$ cat config.mk
export PLATFORM = sky130hd
export DESIGN_NAME = seg_display_top
export DESIGN_NICKNAME = d
export VERILOG_FILES = /design/src/source/display_cfg_pkg.sv /design/src/source/segment_pkg.sv /design/src/source/bin_to_bcd.sv /design/src/source/digit_decoder.sv /design/src/source/digit_scanner.sv /design/src/source/hc595_ctrl.sv /design/src/source/seg_display_top.sv
export SDC_FILE = /design/constraint.sdc
export NUM_CORES = 1
export LEC_CHECK = 0
export BUFFER_PORTS_ARGS = -buffer_cell sky130_fd_sc_hd__buf_2
export CAP_MARGIN = 20
export CORE_UTILIZATION = 50
export DETAILED_ROUTE_END_ITERATION = 12
export GPL_TIMING_DRIVEN = 1
export MAX_ROUTING_LAYER = met4
export PLACE_DENSITY = 0.67
export SETUP_SLACK_MARGIN = 0.15
export SYNTH_ARGS = -nofsm -noshare
export SYNTH_HDL_FRONTEND = slang
export SYNTH_SLANG_ARGS = --single-unit
$ cat constraint.sdc
create_clock -name sys_clk -period 4.9 [get_ports sys_clk]
set_input_delay 0.245 -clock sys_clk [delete_from_list [all_inputs] [get_ports sys_clk]]
set_output_delay 0.245 -clock sys_clk [all_outputs]
set_load 0.05 [all_outputs]
$ cat src/source/display_cfg_pkg.sv
package display_cfg_pkg;

    // Display geometry
    localparam int num_digits = 6;                      // Digits fitted on the board
    localparam int data_width = 20;                     // Wide enough for 999999

    // Serial frame towards the two 74HC595 chips
    localparam int seg_bits   = 8;                      // Seven segments plus point
    localparam int frame_bits = num_digits + seg_bits;  // Select bits go out first
    localparam int bit_div    = 4;                      // sys_clk cycles per serial bit

    // One-hot digit select, bit 0 drives the units digit.
    // All zero means no digit is lit.
    typedef logic [num_digits-1:0] sel_t;

endpackage

$ cat src/source/segment_pkg.sv
package segment_pkg;

    // Segment pattern, active low
    // Bit 7 is the decimal point, bits 6..0 are segments g..a
    typedef logic [7:0] seg_t;

    typedef logic [3:0] bcd_t;                          // One decimal digit

    localparam int   dp_bit    = 7;                     // Decimal point position in seg_t
    localparam seg_t seg_blank = 8'hff;                 // Every segment dark

    // Digit to segment lookup, decimal point left dark
    function automatic seg_t seg_pattern(bcd_t digit);
        seg_t pattern;
        case (digit)
            4'd0:    pattern = 8'hc0;
            4'd1:    pattern = 8'hf9;
            4'd2:    pattern = 8'ha4;
            4'd3:    pattern = 8'hb0;
            4'd4:    pattern = 8'h99;
            4'd5:    pattern = 8'h92;
            4'd6:    pattern = 8'h82;
            4'd7:    pattern = 8'hf8;
            4'd8:    pattern = 8'h80;
            4'd9:    pattern = 8'h90;
            default: pattern = seg_blank;               // Codes 10..15 show nothing
        endcase
        return pattern;
    endfunction

endpackage

$ cat src/source/bin_to_bcd.sv
`timescale 1ns/1ps

module bin_to_bcd #(
    parameter int NUM_DIGITS = 6,
    parameter int DATA_WIDTH = 20
) (
    input  logic                               sys_clk,
    input  logic                               sys_rst_n,
    input  logic [DATA_WIDTH-1:0]              data,
    output segment_pkg::bcd_t [NUM_DIGITS-1:0] digit_val,
    output logic [NUM_DIGITS-1:0]              blank
);

    localparam int cnt_width = $clog2(DATA_WIDTH + 1);
    localparam logic [DATA_WIDTH-1:0] max_value = DATA_WIDTH'(10 ** NUM_DIGITS - 1);

    logic [cnt_width-1:0]    step_cnt;                  // 0 loads, 1..DATA_WIDTH shift
    logic [DATA_WIDTH-1:0]   bin_sr;                    // Binary bits still to shift in
    logic [4*NUM_DIGITS-1:0] bcd_acc;
    logic [4*NUM_DIGITS-1:0] bcd_adj;
    logic [4*NUM_DIGITS-1:0] bcd_next;
    logic                    last_step;

    assign last_step = (step_cnt == cnt_width'(DATA_WIDTH));

    // One double-dabble step: add 3 to every digit above 4, then shift left
    always_comb begin
        for (int i = 0; i < NUM_DIGITS; i++) begin
            if (bcd_acc[4*i +: 4] >= 4'd5)
                bcd_adj[4*i +: 4] = bcd_acc[4*i +: 4] + 4'd3;
            else
                bcd_adj[4*i +: 4] = bcd_acc[4*i +: 4];
        end
        bcd_next = {bcd_adj[4*NUM_DIGITS-2:0], bin_sr[DATA_WIDTH-1]};
    end

    always_ff @(posedge sys_clk or negedge sys_rst_n) begin
        if (!sys_rst_n) begin
            step_cnt  <= '0;
            digit_val <= '0;
        end else begin
            if (last_step) begin
                step_cnt  <= '0;                        // Next cycle samples data again
                digit_val <= bcd_next;                  // All digits update at once
            end else begin
                step_cnt  <= step_cnt + 1'b1;
            end
        end
    end

    always_ff @(posedge sys_clk) begin
        if (step_cnt == '0) begin
            bin_sr  <= (data > max_value) ? max_value : data;  // Saturate out-of-range input
            bcd_acc <= '0;
        end else begin
            bin_sr  <= {bin_sr[DATA_WIDTH-2:0], 1'b0};
            bcd_acc <= bcd_next;
        end
    end

    // Leading zeros go dark, the units digit always shows
    always_comb begin
        blank[NUM_DIGITS-1] = (digit_val[NUM_DIGITS-1] == 4'd0);
        for (int i = NUM_DIGITS - 2; i > 0; i--) begin
            blank[i] = blank[i+1] && (digit_val[i] == 4'd0);
        end
        blank[0] = 1'b0;
    end

    generate
        for (genvar i = 0; i < NUM_DIGITS; i++) begin : g_digit_chk
            a_digit_range: assert property (@(posedge sys_clk) disable iff (!sys_rst_n)
                last_step |=> (digit_val[i] <= 4'd9))
                else $error("bin_to_bcd: digit %0d holds %0d after conversion", i, digit_val[i]);
        end
    endgenerate

endmodule

$ cat src/source/digit_decoder.sv
`timescale 1ns/1ps

module digit_decoder (
    input  segment_pkg::bcd_t digit_val,
    input  logic              blank,
    input  logic              point,
    output segment_pkg::seg_t digit_seg
);

    segment_pkg::seg_t base_seg;                        // Pattern before the point is added

    // A blanked digit shows no segments at all
    always_comb begin
        if (blank)
            base_seg = segment_pkg::seg_blank;
        else
            base_seg = segment_pkg::seg_pattern(digit_val);
    end

    // The point is independent of blanking, so a dark digit can still carry it
    always_comb begin
        digit_seg = base_seg;
        if (point)
            digit_seg[segment_pkg::dp_bit] = 1'b0;      // Active low
    end

endmodule

$ cat src/source/digit_scanner.sv
`timescale 1ns/1ps

module digit_scanner #(
    parameter int NUM_DIGITS  = 6,
    parameter int SCAN_CYCLES = 50000
) (
    input  logic                               sys_clk,
    input  logic                               sys_rst_n,
    input  logic                               seg_en,
    input  segment_pkg::seg_t [NUM_DIGITS-1:0] digit_seg,
    output display_cfg_pkg::sel_t              sel,
    output segment_pkg::seg_t                  seg
);

    localparam int dwell_width = $clog2(SCAN_CYCLES + 1);
    localparam int idx_width   = $clog2(NUM_DIGITS);
    localparam logic [dwell_width-1:0] dwell_last = dwell_width'(SCAN_CYCLES - 1);
    localparam logic [idx_width-1:0]   idx_last   = idx_width'(NUM_DIGITS - 1);

    logic [dwell_width-1:0] dwell_cnt;                  // Clocks spent on the current digit
    logic [idx_width-1:0]   digit_idx;

    always_ff @(posedge sys_clk or negedge sys_rst_n) begin
        if (!sys_rst_n) begin
            dwell_cnt <= '0;
            digit_idx <= '0;                            // Start on the units digit
        end else if (dwell_cnt == dwell_last) begin
            dwell_cnt <= '0;
            if (digit_idx == idx_last)
                digit_idx <= '0;
            else
                digit_idx <= digit_idx + 1'b1;
        end else begin
            dwell_cnt <= dwell_cnt + 1'b1;
        end
    end

    // Select and pattern change together
    always_ff @(posedge sys_clk or negedge sys_rst_n) begin
        if (!sys_rst_n) begin
            sel <= '0;
            seg <= segment_pkg::seg_blank;
        end else if (seg_en) begin
            sel <= display_cfg_pkg::sel_t'(1'b1) << digit_idx;
            seg <= digit_seg[digit_idx];
        end else begin
            sel <= '0;                                  // Display switched off
            seg <= segment_pkg::seg_blank;
        end
    end

    a_sel_enabled: assert property (@(posedge sys_clk) disable iff (!sys_rst_n)
        seg_en |=> $onehot(sel))
        else $error("digit_scanner: select %b is not one-hot while enabled", sel);

endmodule

$ cat src/source/hc595_ctrl.sv
`timescale 1ns/1ps

module hc595_ctrl #(
    parameter int FRAME_BITS = 14
) (
    input  logic                  sys_clk,
    input  logic                  sys_rst_n,
    input  display_cfg_pkg::sel_t sel,
    input  segment_pkg::seg_t     seg,
    output logic                  shcp,
    output logic                  stcp,
    output logic                  ds,
    output logic                  oe
);

    localparam int ph_width  = $clog2(display_cfg_pkg::bit_div);
    localparam int bit_width = $clog2(FRAME_BITS);
    localparam logic [ph_width-1:0]  ph_last  = ph_width'(display_cfg_pkg::bit_div - 1);
    localparam logic [ph_width-1:0]  ph_shift = ph_width'(display_cfg_pkg::bit_div / 2);
    localparam logic [bit_width-1:0] bit_last = bit_width'(FRAME_BITS - 1);

    logic [ph_width-1:0]   phase_cnt;                   // Position inside one serial bit
    logic [bit_width-1:0]  bit_cnt;                     // Position inside the frame
    logic                  frame_start;
    segment_pkg::seg_t     seg_rev;
    logic [FRAME_BITS-1:0] new_word;
    logic [FRAME_BITS-1:0] word_reg;
    logic [FRAME_BITS-1:0] tx_word;

    // Segment bits leave in reverse order, point first after the select bits
    always_comb begin
        for (int k = 0; k < $bits(segment_pkg::seg_t); k++) begin
            seg_rev[k] = seg[$bits(segment_pkg::seg_t)-1-k];
        end
    end

    assign new_word    = {seg_rev, sel};
    assign frame_start = (bit_cnt == '0) && (phase_cnt == '0);
    assign tx_word     = frame_start ? new_word : word_reg;  // Bit 0 goes out as it is captured
    assign oe          = ~sys_rst_n;                         // Outputs dark during reset

    always_ff @(posedge sys_clk or negedge sys_rst_n) begin
        if (!sys_rst_n) begin
            phase_cnt <= '0;
            bit_cnt   <= '0;
        end else if (phase_cnt == ph_last) begin
            phase_cnt <= '0;
            bit_cnt   <= (bit_cnt == bit_last) ? '0 : bit_cnt + 1'b1;
        end else begin
            phase_cnt <= phase_cnt + 1'b1;
        end
    end

    always_ff @(posedge sys_clk) begin
        if (frame_start)
            word_reg <= new_word;                       // One consistent word per frame
    end

    always_ff @(posedge sys_clk or negedge sys_rst_n) begin
        if (!sys_rst_n) begin
            ds   <= 1'b0;
            shcp <= 1'b0;
            stcp <= 1'b0;
        end else begin
            if (phase_cnt == '0)
                ds <= tx_word[bit_cnt];
            if (phase_cnt == ph_shift)
                shcp <= 1'b1;                           // Shift edge mid-bit
            else if (phase_cnt == '0)
                shcp <= 1'b0;
            if (frame_start)
                stcp <= 1'b1;                           // Latches the previous frame
            else if (bit_cnt == bit_width'(2) && phase_cnt == '0)
                stcp <= 1'b0;
        end
    end

    // The shift clock stays low while ds settles after a change
    a_shcp_setup: assert property (@(posedge sys_clk) disable iff (!sys_rst_n)
        (phase_cnt != '0) && (phase_cnt <= ph_shift) |-> !shcp)
        else $error("hc595_ctrl: shcp high in phase %0d", phase_cnt);

endmodule

$ cat src/source/seg_display_top.sv
`timescale 1ns/1ps

module seg_display_top #(
    parameter int SCAN_CYCLES = 50000                   // Dwell per digit in sys_clk cycles
) (
    input  logic                                   sys_clk,
    input  logic                                   sys_rst_n,
    input  logic [display_cfg_pkg::data_width-1:0] data,
    input  logic [display_cfg_pkg::num_digits-1:0] point,
    input  logic                                   seg_en,
    output logic                                   ds,
    output logic                                   shcp,
    output logic                                   stcp,
    output logic                                   oe
);

    segment_pkg::bcd_t [display_cfg_pkg::num_digits-1:0] digit_val;
    logic              [display_cfg_pkg::num_digits-1:0] blank;
    segment_pkg::seg_t [display_cfg_pkg::num_digits-1:0] digit_seg;
    display_cfg_pkg::sel_t                               sel;
    segment_pkg::seg_t                                   seg;

    bin_to_bcd #(
        .NUM_DIGITS (display_cfg_pkg::num_digits),
        .DATA_WIDTH (display_cfg_pkg::data_width)
    ) bin_to_bcd_inst (
        .sys_clk   (sys_clk),
        .sys_rst_n (sys_rst_n),
        .data      (data),
        .digit_val (digit_val),
        .blank     (blank)
    );

    generate
        for (genvar i = 0; i < display_cfg_pkg::num_digits; i++) begin : g_decoder
            digit_decoder digit_decoder_inst (
                .digit_val (digit_val[i]),
                .blank     (blank[i]),
                .point     (point[i]),
                .digit_seg (digit_seg[i])
            );
        end
    endgenerate

    digit_scanner #(
        .NUM_DIGITS  (display_cfg_pkg::num_digits),
        .SCAN_CYCLES (SCAN_CYCLES)
    ) digit_scanner_inst (
        .sys_clk   (sys_clk),
        .sys_rst_n (sys_rst_n),
        .seg_en    (seg_en),
        .digit_seg (digit_seg),
        .sel       (sel),
        .seg       (seg)
    );

    hc595_ctrl #(
        .FRAME_BITS (display_cfg_pkg::frame_bits)
    ) hc595_ctrl_inst (
        .sys_clk   (sys_clk),
        .sys_rst_n (sys_rst_n),
        .sel       (sel),
        .seg       (seg),
        .shcp      (shcp),
        .stcp      (stcp),
        .ds        (ds),
        .oe        (oe)
    );

endmodule

==> run_results.csv, run 1 <==
group,metric,value,unit
layout,nFillCells,1205,
layout,seq_area,0.002928,mm^2
grt,grt_max_degree,73,
drt,via_per_inst,5.507,
placed_design,place_inst,905,
timing,max_freq,417.7,MHz
yosys,synth_top_area_frac,0.2333,
timing,rsz0062_at_grt,"false",
cts,cts_setup_buffers,0,
critical_path,ff2ff_setup_slack,2.51,ns
layout,final_cell_mix,"o21ai_0 (71), nor2_1 (66), nand2_1 (64), dfrtp_1 (63), dfxtp_1 (57)",
critical_path,cp_slowest_cell,"nor3_4",
placed_design,hpwl,9650,um
layout,instances_no_fill,937,
cts,cts.sink_count,128,
yosys,synthTopCellsByArea,"dfrtp_1 (23%), dfxtp_1 (17%), ha_1 (9.1%)",
yosys,yosysTopAreaCell,"dfrtp_1",
floorplan,pin_count,33,
yosys,synth_flop_cell,"dfrtp_1",
yosys,async_reset_ff_frac,0.5547,
grt,grt_pass1_wl,23320,um
drt,drt_pass1_iterations,5,
power_and_ir_drop,p_comb_frac,0.245,
critical_path,cp.required,5.18,ns
cts,cts-buffers-inserted,17,
timing,hold-worst-slack,0.03331,ns
yosys,synth.yosys.warnings,0,
yosys,synth_edf_count,0,
floorplan,fp.dieW,118.3,um
timing,skew,0.01312,ns
yosys,ys_seq_elements,128,
grt,grt_overflow_total,0,
power_and_ir_drop,p_sw,1.116,mW
layout,diodes,0,
timing,relSlewSlack,0.3895,
critical_path,worstPathCellList,"inv_1, ha_1, or3b_1, nor3_4, mux2_2, a31oi_1, o21ai_0",
timing,period_share,0.4886,
yosys,syn_inst,731,
drt,route.detailed.wl_per_inst,14.24,um
floorplan,design.core.area,0.01319,mm^2
floorplan,chipHeight,118.3,um
drt,ant_nets,0,
power_and_ir_drop,pwr-share-seq,0.402,
cts,postCtsHoldBufs,0,
grt,antenna_found_initial,0,
layout,area_delta_synth_final,12.28,%
cts,cts_resized,0,
flow_run,maxCapViolations,0,
layout,drive_above_1_share,0.1380,
timing,tns,0,ns
power_and_ir_drop,power.density,458.3,mW/mm^2
layout,nets,826,
timing,final.min_clock_period,2.394,ns
layout,reg_top3,"bin_to_bcd_inst.bcd_acc (24), bin_to_bcd_inst.digit_val (24), bin_to_bcd_inst.bin_sr (20)",
critical_path,crit_type,"reg2reg",
layout,fin_util,0.5752,
critical_path,cp-start-kind,"flip-flop",
drt,drt_iter0_drc,252,
timing,setup_viol,0,
cts,clk_latency,0.42,ns
critical_path,max_stage_delay,0.50,ns
cts,cts-root-buf,"clkbuf_16",
yosys,synth_cell_types,56,
yosys,netlist_area,0.006758,mm^2
power_and_ir_drop,power.leakage,3.317,nW
floorplan,dieArea,0.01398,mm^2
power_and_ir_drop,switching_share,0.3208,
layout,multiInputGateArea,0.003515,mm^2
power_and_ir_drop,ir_drop,0.2579,mV
critical_path,critPathCaptureType,"flip-flop",
timing,tightest_slew,0.9158,ns
layout,final_common_cell,"o21ai_0",
cts,clk_path_buf_depth,2,
drt,drc_errors,0,
placed_design,portBuffers,32,
floorplan,start_util,0.5123,
min_path,hold_class,"in2reg",
drt,drt-total-wl,13340,um
cts,clkTransAtPathRegs,0.05,ns
yosys,synthesis.nets,809,
drt,vias,5160,
placed_design,routabilityCongestion,0.8556,
cts,htreeDepth,4,
yosys,seq_area_frac_synth,0.4333,
timing,hold_violations,0,
timing,slew_viol_final,0,
power_and_ir_drop,p_int,2.362,mW
critical_path,cp_max_fo,14,
cts,cts_tree,"yes",
floorplan,rows,42,
power_and_ir_drop,p_clk_frac,0.352,
critical_path,arrival,2.68,ns
grt,gr-usage-all-layers,0.2153,
outcome,status,"finished clean",
yosys,avgSynthCellArea,9.245,um^2
grt,grt_pass1_vias,5060,
power_and_ir_drop,fin_total_pwr,3.477,mW
==> logic make-up after synthesis <==
| kind of cell | after synthesis | share of synthesized area |
|---|---|---|
| buffers and inverters | 80 | 0.04758 |
| and+or+nand+nor | 247 | 0.1922 |
| AOI/OAI and AO/OA | 176 | 0.1555 |
| DFF | 128 | 0.4333 |
| adders and majority gates | 49 | 0.09072 |
| muxes | 28 | 0.05092 |
| xor gates and xnor gates | 23 | 0.02981 |
==> layer usage <==
| layer | global-route usage | routed length (um) | vias up |
|---|---|---|---|
| met5 | - | 0 | - |
| met4 | 0.08093 | 204 | 0 |
| met3 | 0.05357 | 556 | 19 |
| met2 | 0.3522 | 6472 | 113 |
| met1 | 0.2560 | 6109 | 2452 |
| li1 | - | - | 2576 |
==> cell type report <==
class / count / share of cell area
Clock buffer: 27 / 0.06629
Inverter: 43 / 0.02127
Clock inverter: 5 / 0.01022
Multi-Input combinational cell: 523 / 0.4632
Timing Repair Buffer: 35 / 0.02408
Tap cell: 176 / 0.02902
Sequential cell: 128 / 0.3859
==> critical path: cells and delay by family (launching register included) <==
kind	cells	cell delay, ns
and+or+nand+nor	2	0.92
adders and majority gates	1	0.18
AOI/OAI and AO/OA	2	0.25
DFF	1	0.39
muxes	1	0.42
buffers and inverters	1	0.08
==> power groups by stage <==
stage	combinational, mW	sequential (mW)	clock, mW
floorplan	0.741	1.30	0
finish	0.853	1.40	1.23
CTS	0.852	1.40	1.26
detailed placement	0.846	1.42	0
global route	0.972	1.43	1.30
global placement	0.820	1.41	0
==> through the flow <==
| step | instance area (um^2) | setup WS (ns) |
|---|---|---|
| after detailed placement | 7007 | 2.519 |
| after floorplan | 6758 | 2.925 |
| after CTS | 7587 | 2.491 |
| after global routing | 7587 | 2.362 |
| after global placement | 7007 | 2.622 |
| final | 7587 | 2.506 |
==> final timing paths <==
kind,from,end,cells after the start
setup / recovery,hc595_ctrl_inst.phase_cnt[0]$_DFF_PN0_,hc595_ctrl_inst.ds$_DFFE_PN0N_,7
hold / removal,data[18],bin_to_bcd_inst.bin_sr[18]$_DFF_P_,3
setup reg to reg,hc595_ctrl_inst.phase_cnt[0]$_DFF_PN0_,hc595_ctrl_inst.ds$_DFFE_PN0N_,7
hold reg to reg,bin_to_bcd_inst.bin_sr[14]$_DFF_P_,bin_to_bcd_inst.bin_sr[15]$_DFF_P_,2
max in group asynchronous,sys_rst_n,bin_to_bcd_inst.digit_val[2]$_DFFE_PN0N_,2
min in group asynchronous,sys_rst_n,digit_scanner_inst.dwell_cnt[4]$_DFF_PN0_,2
==> synth_stat cells, drive strengths merged (10+ instances only) <==
| cell type | number |
|---|---|
| a21oi | 45 |
| a31oi | 14 |
| clkbuf | 32 |
| dfrtp | 63 |
| dfxtp | 57 |
| ha | 49 |
| inv | 43 |
| mux2 | 21 |
| nand2 | 64 |
| nand2b | 28 |
| nand3 | 19 |
| nor2 | 66 |
| nor3 | 10 |
| nor3b | 15 |
| o21ai | 72 |
| xnor2 | 16 |
Power figures use the tool's default switching activity.
==> inputs of run 2 (changes only) <==
--- a/config.mk
+++ b/config.mk
@@ -5,6 +5,7 @@
 export SDC_FILE = /design/constraint.sdc
 export NUM_CORES = 1
 export LEC_CHECK = 0
+export ABC_AREA = 1
 export BUFFER_PORTS_ARGS = -buffer_cell sky130_fd_sc_hd__buf_2
 export CAP_MARGIN = 20
 export CORE_UTILIZATION = 50
==> constraint.sdc (replaced) <==
create_clock -name sys_clk -period 2.4 [get_ports sys_clk]
set_input_delay 0.12 -clock sys_clk [delete_from_list [all_inputs] [get_ports sys_clk]]
set_output_delay 0.12 -clock sys_clk [all_outputs]
set_load 0.05 [all_outputs]
==> run_results.csv, run 2 <==
group,metric,value,unit
placed_design,pre_cts_ws,0.4452,ns
cts,cts-buffers-inserted,17,
critical_path,ff2ff_setup_slack,0.44,ns
floorplan,start_util,0.5116,
layout,final_common_cell,"nand2_1",
placed_design,hpwl,10080,um
critical_path,cp-start-kind,"flip-flop",
drt,route.detailed.wl_per_inst,12.00,um
critical_path,critPathCaptureType,"flip-flop",
yosys,synthTopCellsByCount,"nand2_1 (185), inv_1 (138), o21ai_0 (105)",
grt,grt_pass1_vias,5377,
yosys,seq_area_frac_synth,0.4167,
yosys,async_reset_ff_frac,0.5504,
drt,drt_iter0_drc,285,
outcome,status,"finished clean",
timing,tns,0,ns
cts,clk_latency,0.42,ns
floorplan,chipHeight,120.9,um
power_and_ir_drop,p_int,5.001,mW
critical_path,critPathLaunch,"hc595_ctrl_inst.phase_cnt[0]$_DFF_PN0_",
layout,final_cell_mix,"nand2_1 (185), inv_1 (138), o21ai_0 (105), nor2_1 (87), dfrtp_1 (63)",
critical_path,arrival,2.28,ns
timing,relSlewSlack,0.5732,
grt,grt_overflow_total,0,
floorplan,dieArea,0.01463,mm^2
yosys,synth_flop_cell,"dfrtp_1",
yosys,ys_seq_elements,129,
yosys,synth_top_area_frac,0.2229,
timing,tightest_slew,0.6401,ns
placed_design,routabilityCongestion,0.8915,
drt,drt_pass1_iterations,5,
layout,nets,1055,
floorplan,fp.dieW,120.9,um
timing,fin_ws,0.4409,ns
grt,grt_max_degree,49,
timing,period_share,0.8163,
yosys,yosysMostFrequentCell,"nand2_1",
yosys,yosysTopAreaCell,"dfrtp_1",
timing,max_freq,510.4,MHz
drt,drt-total-wl,14040,um
layout,drive_above_1_share,0.1273,
critical_path,crit_type,"reg2reg",
power_and_ir_drop,ir_drop,0.5740,mV
layout,nFillCells,1261,
timing,final.min_clock_period,1.959,ns
floorplan,design.core.area,0.01383,mm^2
cts,cts.sink_count,129,
layout,instances_no_fill,1170,
yosys,avgSynthCellArea,7.698,um^2
yosys,synth_edf_count,0,
critical_path,max_stage_delay,0.41,ns
cts,htreeDepth,4,
cts,postCtsHoldBufs,20,
layout,area_delta_synth_final,16.89,%
cts,clkTransAtPathRegs,0.06,ns
critical_path,crit_family,"simple AND/OR/NAND/NOR gates",
drt,vias,5797,
timing,skew,0.006124,ns
min_path,hold_class,"in2reg",
power_and_ir_drop,power.leakage,4.131,nW
yosys,synth_cell_types,45,
power_and_ir_drop,p_comb_frac,0.254,
floorplan,rows,43,
yosys,synth.yosys.warnings,0,
drt,ant_nets,0,
yosys,synthTopCellsByArea,"dfrtp_1 (22%), dfxtp_1 (16%), nand2_1 (9.8%)",
timing,setup_viol,0,
cts,clk_path_buf_depth,2,
yosys,syn_inst,919,
cts,cts_tree,"yes",
cts,cts_resized,0,
power_and_ir_drop,p_sw,2.400,mW
critical_path,cp_common_cell,"nand2_1",
drt,drc_errors,0,
power_and_ir_drop,switching_share,0.3243,
drt,via_per_inst,4.955,
power_and_ir_drop,fin_total_pwr,7.401,mW
grt,antenna_found_initial,0,
timing,hold_violations,0,
critical_path,worstPathCellList,"inv_1, ha_1, nand3_2, nor2_4, nand2_1, nand2_1, nor2_1, nor2_1, nand2_1, nand2_1, nand2_1, nor2_1, nor2_1",
critical_path,cp_num_buf_inv,1,
min_path,hold_start,"data[5]",
placed_design,place_inst,1118,
yosys,synthesis.nets,997,
critical_path,cp_slowest_cell,"ha_1",
flow_run,maxCapViolations,0,
yosys,netlist_area,0.007074,mm^2
timing,slew_viol_final,0,
cts,cts_setup_buffers,0,
placed_design,portBuffers,32,
timing,rsz0062_at_grt,"false",
critical_path,r2r-start,"hc595_ctrl_inst.phase_cnt[0]$_DFF_PN0_",
layout,reg_top3,"bin_to_bcd_inst.bcd_acc (24), bin_to_bcd_inst.digit_val (24), bin_to_bcd_inst.bin_sr (20)",
critical_path,cp_max_fo,11,
power_and_ir_drop,p_clk_frac,0.374,
floorplan,pin_count,33,
layout,diodes,0,
grt,gr-usage-all-layers,0.2161,
power_and_ir_drop,pwr-share-seq,0.371,
power_and_ir_drop,power.density,895.0,mW/mm^2
layout,fin_util,0.5980,
cts,cts-root-buf,"clkbuf_16",
grt,grt_pass1_wl,24230,um
critical_path,cp.required,2.72,ns
run 2: changes by cell type in the layout (fill, tap and decap cells not counted), sizes merged, moves of 19 or more:
cell | previous run | this run
o21ai | 72 | 106
nand3 | 19 | 38
mux2 | 21 | 0
nor2 | 66 | 96
nand2 | 64 | 196
dlygate4sd3 | 0 | 20
nand2b | 28 | 0
inv | 43 | 143
run 2: tightest hold or removal path: cells and delay by family:
kind / cells / cell delay, ns
compound gates: 1 / 0.06
simple gates: 1 / 0.09
buf+inv: 2 / 0.13
run 2: routing by layer:
| metal | vias up | global-route usage | part of all wire |
|---|---|---|---|
| li1 | 3068 | - | - |
| met1 | 2626 | 0.2720 | 0.48 |
| met2 | 85 | 0.3461 | 0.47 |
| met3 | 18 | 0.04699 | 0.032 |
| met4 | 0 | 0.07022 | 0.014 |
| met5 | - | - | 0 |
run 2: worst paths after layout:
path	end	depth (start not counted)
max	hc595_ctrl_inst.ds$_DFFE_PN0N_	13
max in group asynchronous	digit_scanner_inst.seg[4]$_DFF_PN1_	3
min reg2reg	bin_to_bcd_inst.bin_sr[19]$_DFF_P_	2
max reg2reg	hc595_ctrl_inst.ds$_DFFE_PN0N_	13
min in group asynchronous	digit_scanner_inst.dwell_cnt[12]$_DFF_PN0_	2
min	bin_to_bcd_inst.bin_sr[5]$_DFF_P_	4
run 2: cell type report:
cell class / instances / area (um^2) / area share
clock buffer: 23 / 541.8 / 0.06552
clock inverter: 9 / 113.9 / 0.01377
multi-input combinational: 627 / 3492 / 0.4223
sequential: 129 / 2948 / 0.3565
inverter: 144 / 540.5 / 0.06537
timing repair buffer: 58 / 407.9 / 0.04933
tap: 180 / 225.2 / 0.02724
run 2: logic make-up (layout without fill, tap and decap cells):
logic type | count (synthesis) | in the layout | share of synthesized area
AND/OR/NAND/NOR | 375 | 375 | 0.2432
AO/OA/AOI/OAI | 184 | 184 | 0.1403
buffers and inverters | 163 | 234 | 0.08967
flip-flops | 129 | 129 | 0.4167
adder cells (fa/ha/maj) | 49 | 49 | 0.08666
XOR/XNOR | 19 | 19 | 0.02352
run 2: power by group through the flow:
stage / combinational (mW) / clock [mW] / sequential [mW]
after floorplan: 1.47 / 0 / 2.70
after global placement: 1.81 / 0 / 2.78
after detailed placement: 1.83 / 0 / 2.79
after CTS: 1.88 / 2.82 / 2.75
after global routing: 2.23 / 2.93 / 2.80
final: 1.88 / 2.77 / 2.75
run 2: through the flow:
stage / hold slack [ns] / instance area (um^2)
2_1_floorplan: -0.1756 / 7074
4_1_cts: 0.007781 / 8269
5_1_grt: 0.02473 / 8269
6_report: 0.006504 / 8269
3_5_place_dp: 0.1771 / 7413
3_3_place_gp: 0.1674 / 7413
==> inputs of run 3 (changes only) <==
==> constraint.sdc (replaced) <==
create_clock -name sys_clk -period 1.9 [get_ports sys_clk]
set_input_delay 0.095 -clock sys_clk [delete_from_list [all_inputs] [get_ports sys_clk]]
set_output_delay 0.095 -clock sys_clk [all_outputs]
set_load 0.05 [all_outputs]
==> run_results.csv, run 3 (synthesis results as in run 2) <==
group,metric,value,unit
critical_path,arrival,1.97,ns
placed_design,pre_cts_ws,0.1581,ns
placed_design,routabilityCongestion,0.9265,
critical_path,crit_family,"simple AND/OR/NAND/NOR gates",
critical_path,r2r_cells,13,
layout,final_common_cell,"nand2_1",
critical_path,critPathCaptureType,"flip-flop",
drt,drc_errors,0,
timing,slew_viol_final,0,
timing,tns,0,ns
grt,grt_pass1_wl,25150,um
timing,period_share,0.8732,
min_path,hold_class,"in2reg",
floorplan,pin_count,33,
timing,hold-worst-slack,0.01092,ns
drt,ant_nets,0,
placed_design,portBuffers,32,
power_and_ir_drop,power.density,1103,mW/mm^2
cts,cts-buffers-inserted,17,
critical_path,r2r-start,"hc595_ctrl_inst.phase_cnt[0]$_DFF_PN0_",
layout,drive_above_1_share,0.1594,
layout,area_delta_synth_final,19.88,%
grt,grt_pass1_vias,5660,
floorplan,dieArea,0.01463,mm^2
drt,drt_iter0_drc,323,
drt,route.detailed.wl_per_inst,12.09,um
power_and_ir_drop,ir_drop,0.7184,mV
timing,skew,0.006765,ns
critical_path,cp-start-kind,"flip-flop",
critical_path,r2r_end,"hc595_ctrl_inst.ds$_DFFE_PN0N_",
cts,clk_path_buf_depth,2,
cts,htreeDepth,4,
timing,setup_viol,0,
power_and_ir_drop,fin_total_pwr,9.358,mW
critical_path,crit_type,"reg2reg",
critical_path,ff2ff_setup_slack,0.24,ns
placed_design,hpwl,10300,um
timing,relSlewSlack,0.7341,
cts,cts_tree,"yes",
critical_path,critPathLaunch,"hc595_ctrl_inst.phase_cnt[0]$_DFF_PN0_",
layout,reg_top3,"bin_to_bcd_inst.bcd_acc (24), bin_to_bcd_inst.digit_val (24), bin_to_bcd_inst.bin_sr (20)",
critical_path,cp_max_fo,8,
critical_path,cp.required,2.21,ns
layout,nets,1075,
critical_path,cp_slowest_cell,"dfrtp_1",
critical_path,worstPathCellList,"inv_2, ha_4, nand3_4, nor2_4, nand2_1, nand2_2, nor2_1, nor2_1, nand2_1, nand2_1, nand2_1, nor2_1, nor2_1",
critical_path,cp.depth,13,
cts,cts.sink_count,129,
cts,cts-root-buf,"clkbuf_16",
timing,fin_ws,0.2409,ns
floorplan,start_util,0.5116,
cts,clk_latency,0.42,ns
grt,antenna_found_initial,0,
layout,diodes,0,
drt,vias,5884,
critical_path,max_stage_delay,0.40,ns
drt,drt_pass1_iterations,5,
grt,grt_overflow_total,0,
timing,max_freq,602.7,MHz
power_and_ir_drop,power.leakage,4.226,nW
outcome,status,"finished clean",
timing,rsz0062_at_grt,"true",
floorplan,rows,43,
grt,grt_max_degree,49,
drt,via_per_inst,4.945,
critical_path,cp_num_buf_inv,1,
layout,final_cell_mix,"nand2_1 (183), inv_1 (129), o21ai_0 (101), nor2_1 (86), dfrtp_1 (62)",
timing,final.min_clock_period,1.659,ns
cts,clkTransAtPathRegs,0.05,ns
timing,tightest_slew,0.3988,ns
floorplan,chipHeight,120.9,um
grt,gr-usage-all-layers,0.2210,
flow_run,maxCapViolations,0,
floorplan,fp.dieW,120.9,um
critical_path,worstSetupEndpoint,"hc595_ctrl_inst.ds$_DFFE_PN0N_",
timing,hold_violations,0,
drt,drt-total-wl,14390,um
floorplan,design.core.area,0.01383,mm^2
==> run 3: cell count changes in the layout (fill, tap and decap cells not counted), moves of 3 or more <==
cell and delta:
o21ai_1 +4, clkinv_2 +3, inv_2 +8, clkinv_4 -4, buf_4 +16, ha_1 -3
inv_1 -9, o21ai_0 -4
==> run 3: where the power goes <==
part           switching, mW  internal (mW)  total [mW]
clock                   1.17           2.22        3.38
sequential             0.349           3.12        3.47
combinational           1.51          0.992        2.51
total                   3.03           6.33        9.36
==> run 3: metal layers <==
metal / vias up / wire (um) / GRT usage
met1: 2659 / 6890 / 0.2735
met5: - / 0 / -
met2: 89 / 6701 / 0.3518
li1: 3109 / - / -
met4: 0 / 306 / 0.09259
met3: 27 / 492 / 0.04511
==> run 3: what timing repair did <==
action	4_1_cts	5_1_grt
gates resized for setup	1	30
endpoints found under the hold margin	85	0
hold buffers	22	0
buffers inserted	1	7
pin swaps	0	6
setup endpoints to repair	3	45
==> run 3: worst min path at each step <==
stage,end,from,cells after the start
4_1_cts,digit_scanner_inst.seg[7]$_DFF_PN1_,point[4],3
3_5_place_dp,digit_scanner_inst.dwell_cnt[13]$_DFF_PN0_,sys_rst_n,1
6_report,bin_to_bcd_inst.bin_sr[4]$_DFF_P_,data[4],4
5_1_grt,bin_to_bcd_inst.bin_sr[4]$_DFF_P_,data[4],4
2_1_floorplan,bin_to_bcd_inst.digit_val[0]$_DFFE_PN0N_,sys_rst_n,0
3_3_place_gp,digit_scanner_inst.dwell_cnt[12]$_DFF_PN0_,sys_rst_n,1
==> run 3: area by class of cell <==
| type | count | area [um^2] |
|---|---|---|
| inverters | 144 | 543.0 |
| clock buffers | 24 | 534.3 |
| repair buffers | 78 | 570.5 |
| well taps | 180 | 225.2 |
| flip-flops and latches | 129 | 2949 |
| fillers | 1216 | 5346 |
| clock inverters | 8 | 92.59 |
| multi-input cells | 627 | 3566 |
==> run 3: through the flow <==
stage               cells    util  cell area (um^2)
detailed placement   1128  0.5416              7488
floorplan             919       -              7074
global route         1190  0.6133              8481
finish               1190  0.6133              8481
global placement     1128  0.5416              7488
CTS                  1183  0.6036              8346
==> run 3: worst register-to-register path, cell delays in order (launching register included) <==
cell and delay (ns):
dfrtp_1 0.40, inv_2 0.09, ha_4 0.16, nand3_4 0.09, nor2_4 0.22, nand2_1 0.10, nand2_2 0.07, nor2_1 0.04
nor2_1 0.09, nand2_1 0.06, nand2_1 0.05, nand2_1 0.04, nor2_1 0.09, nor2_1 0.04
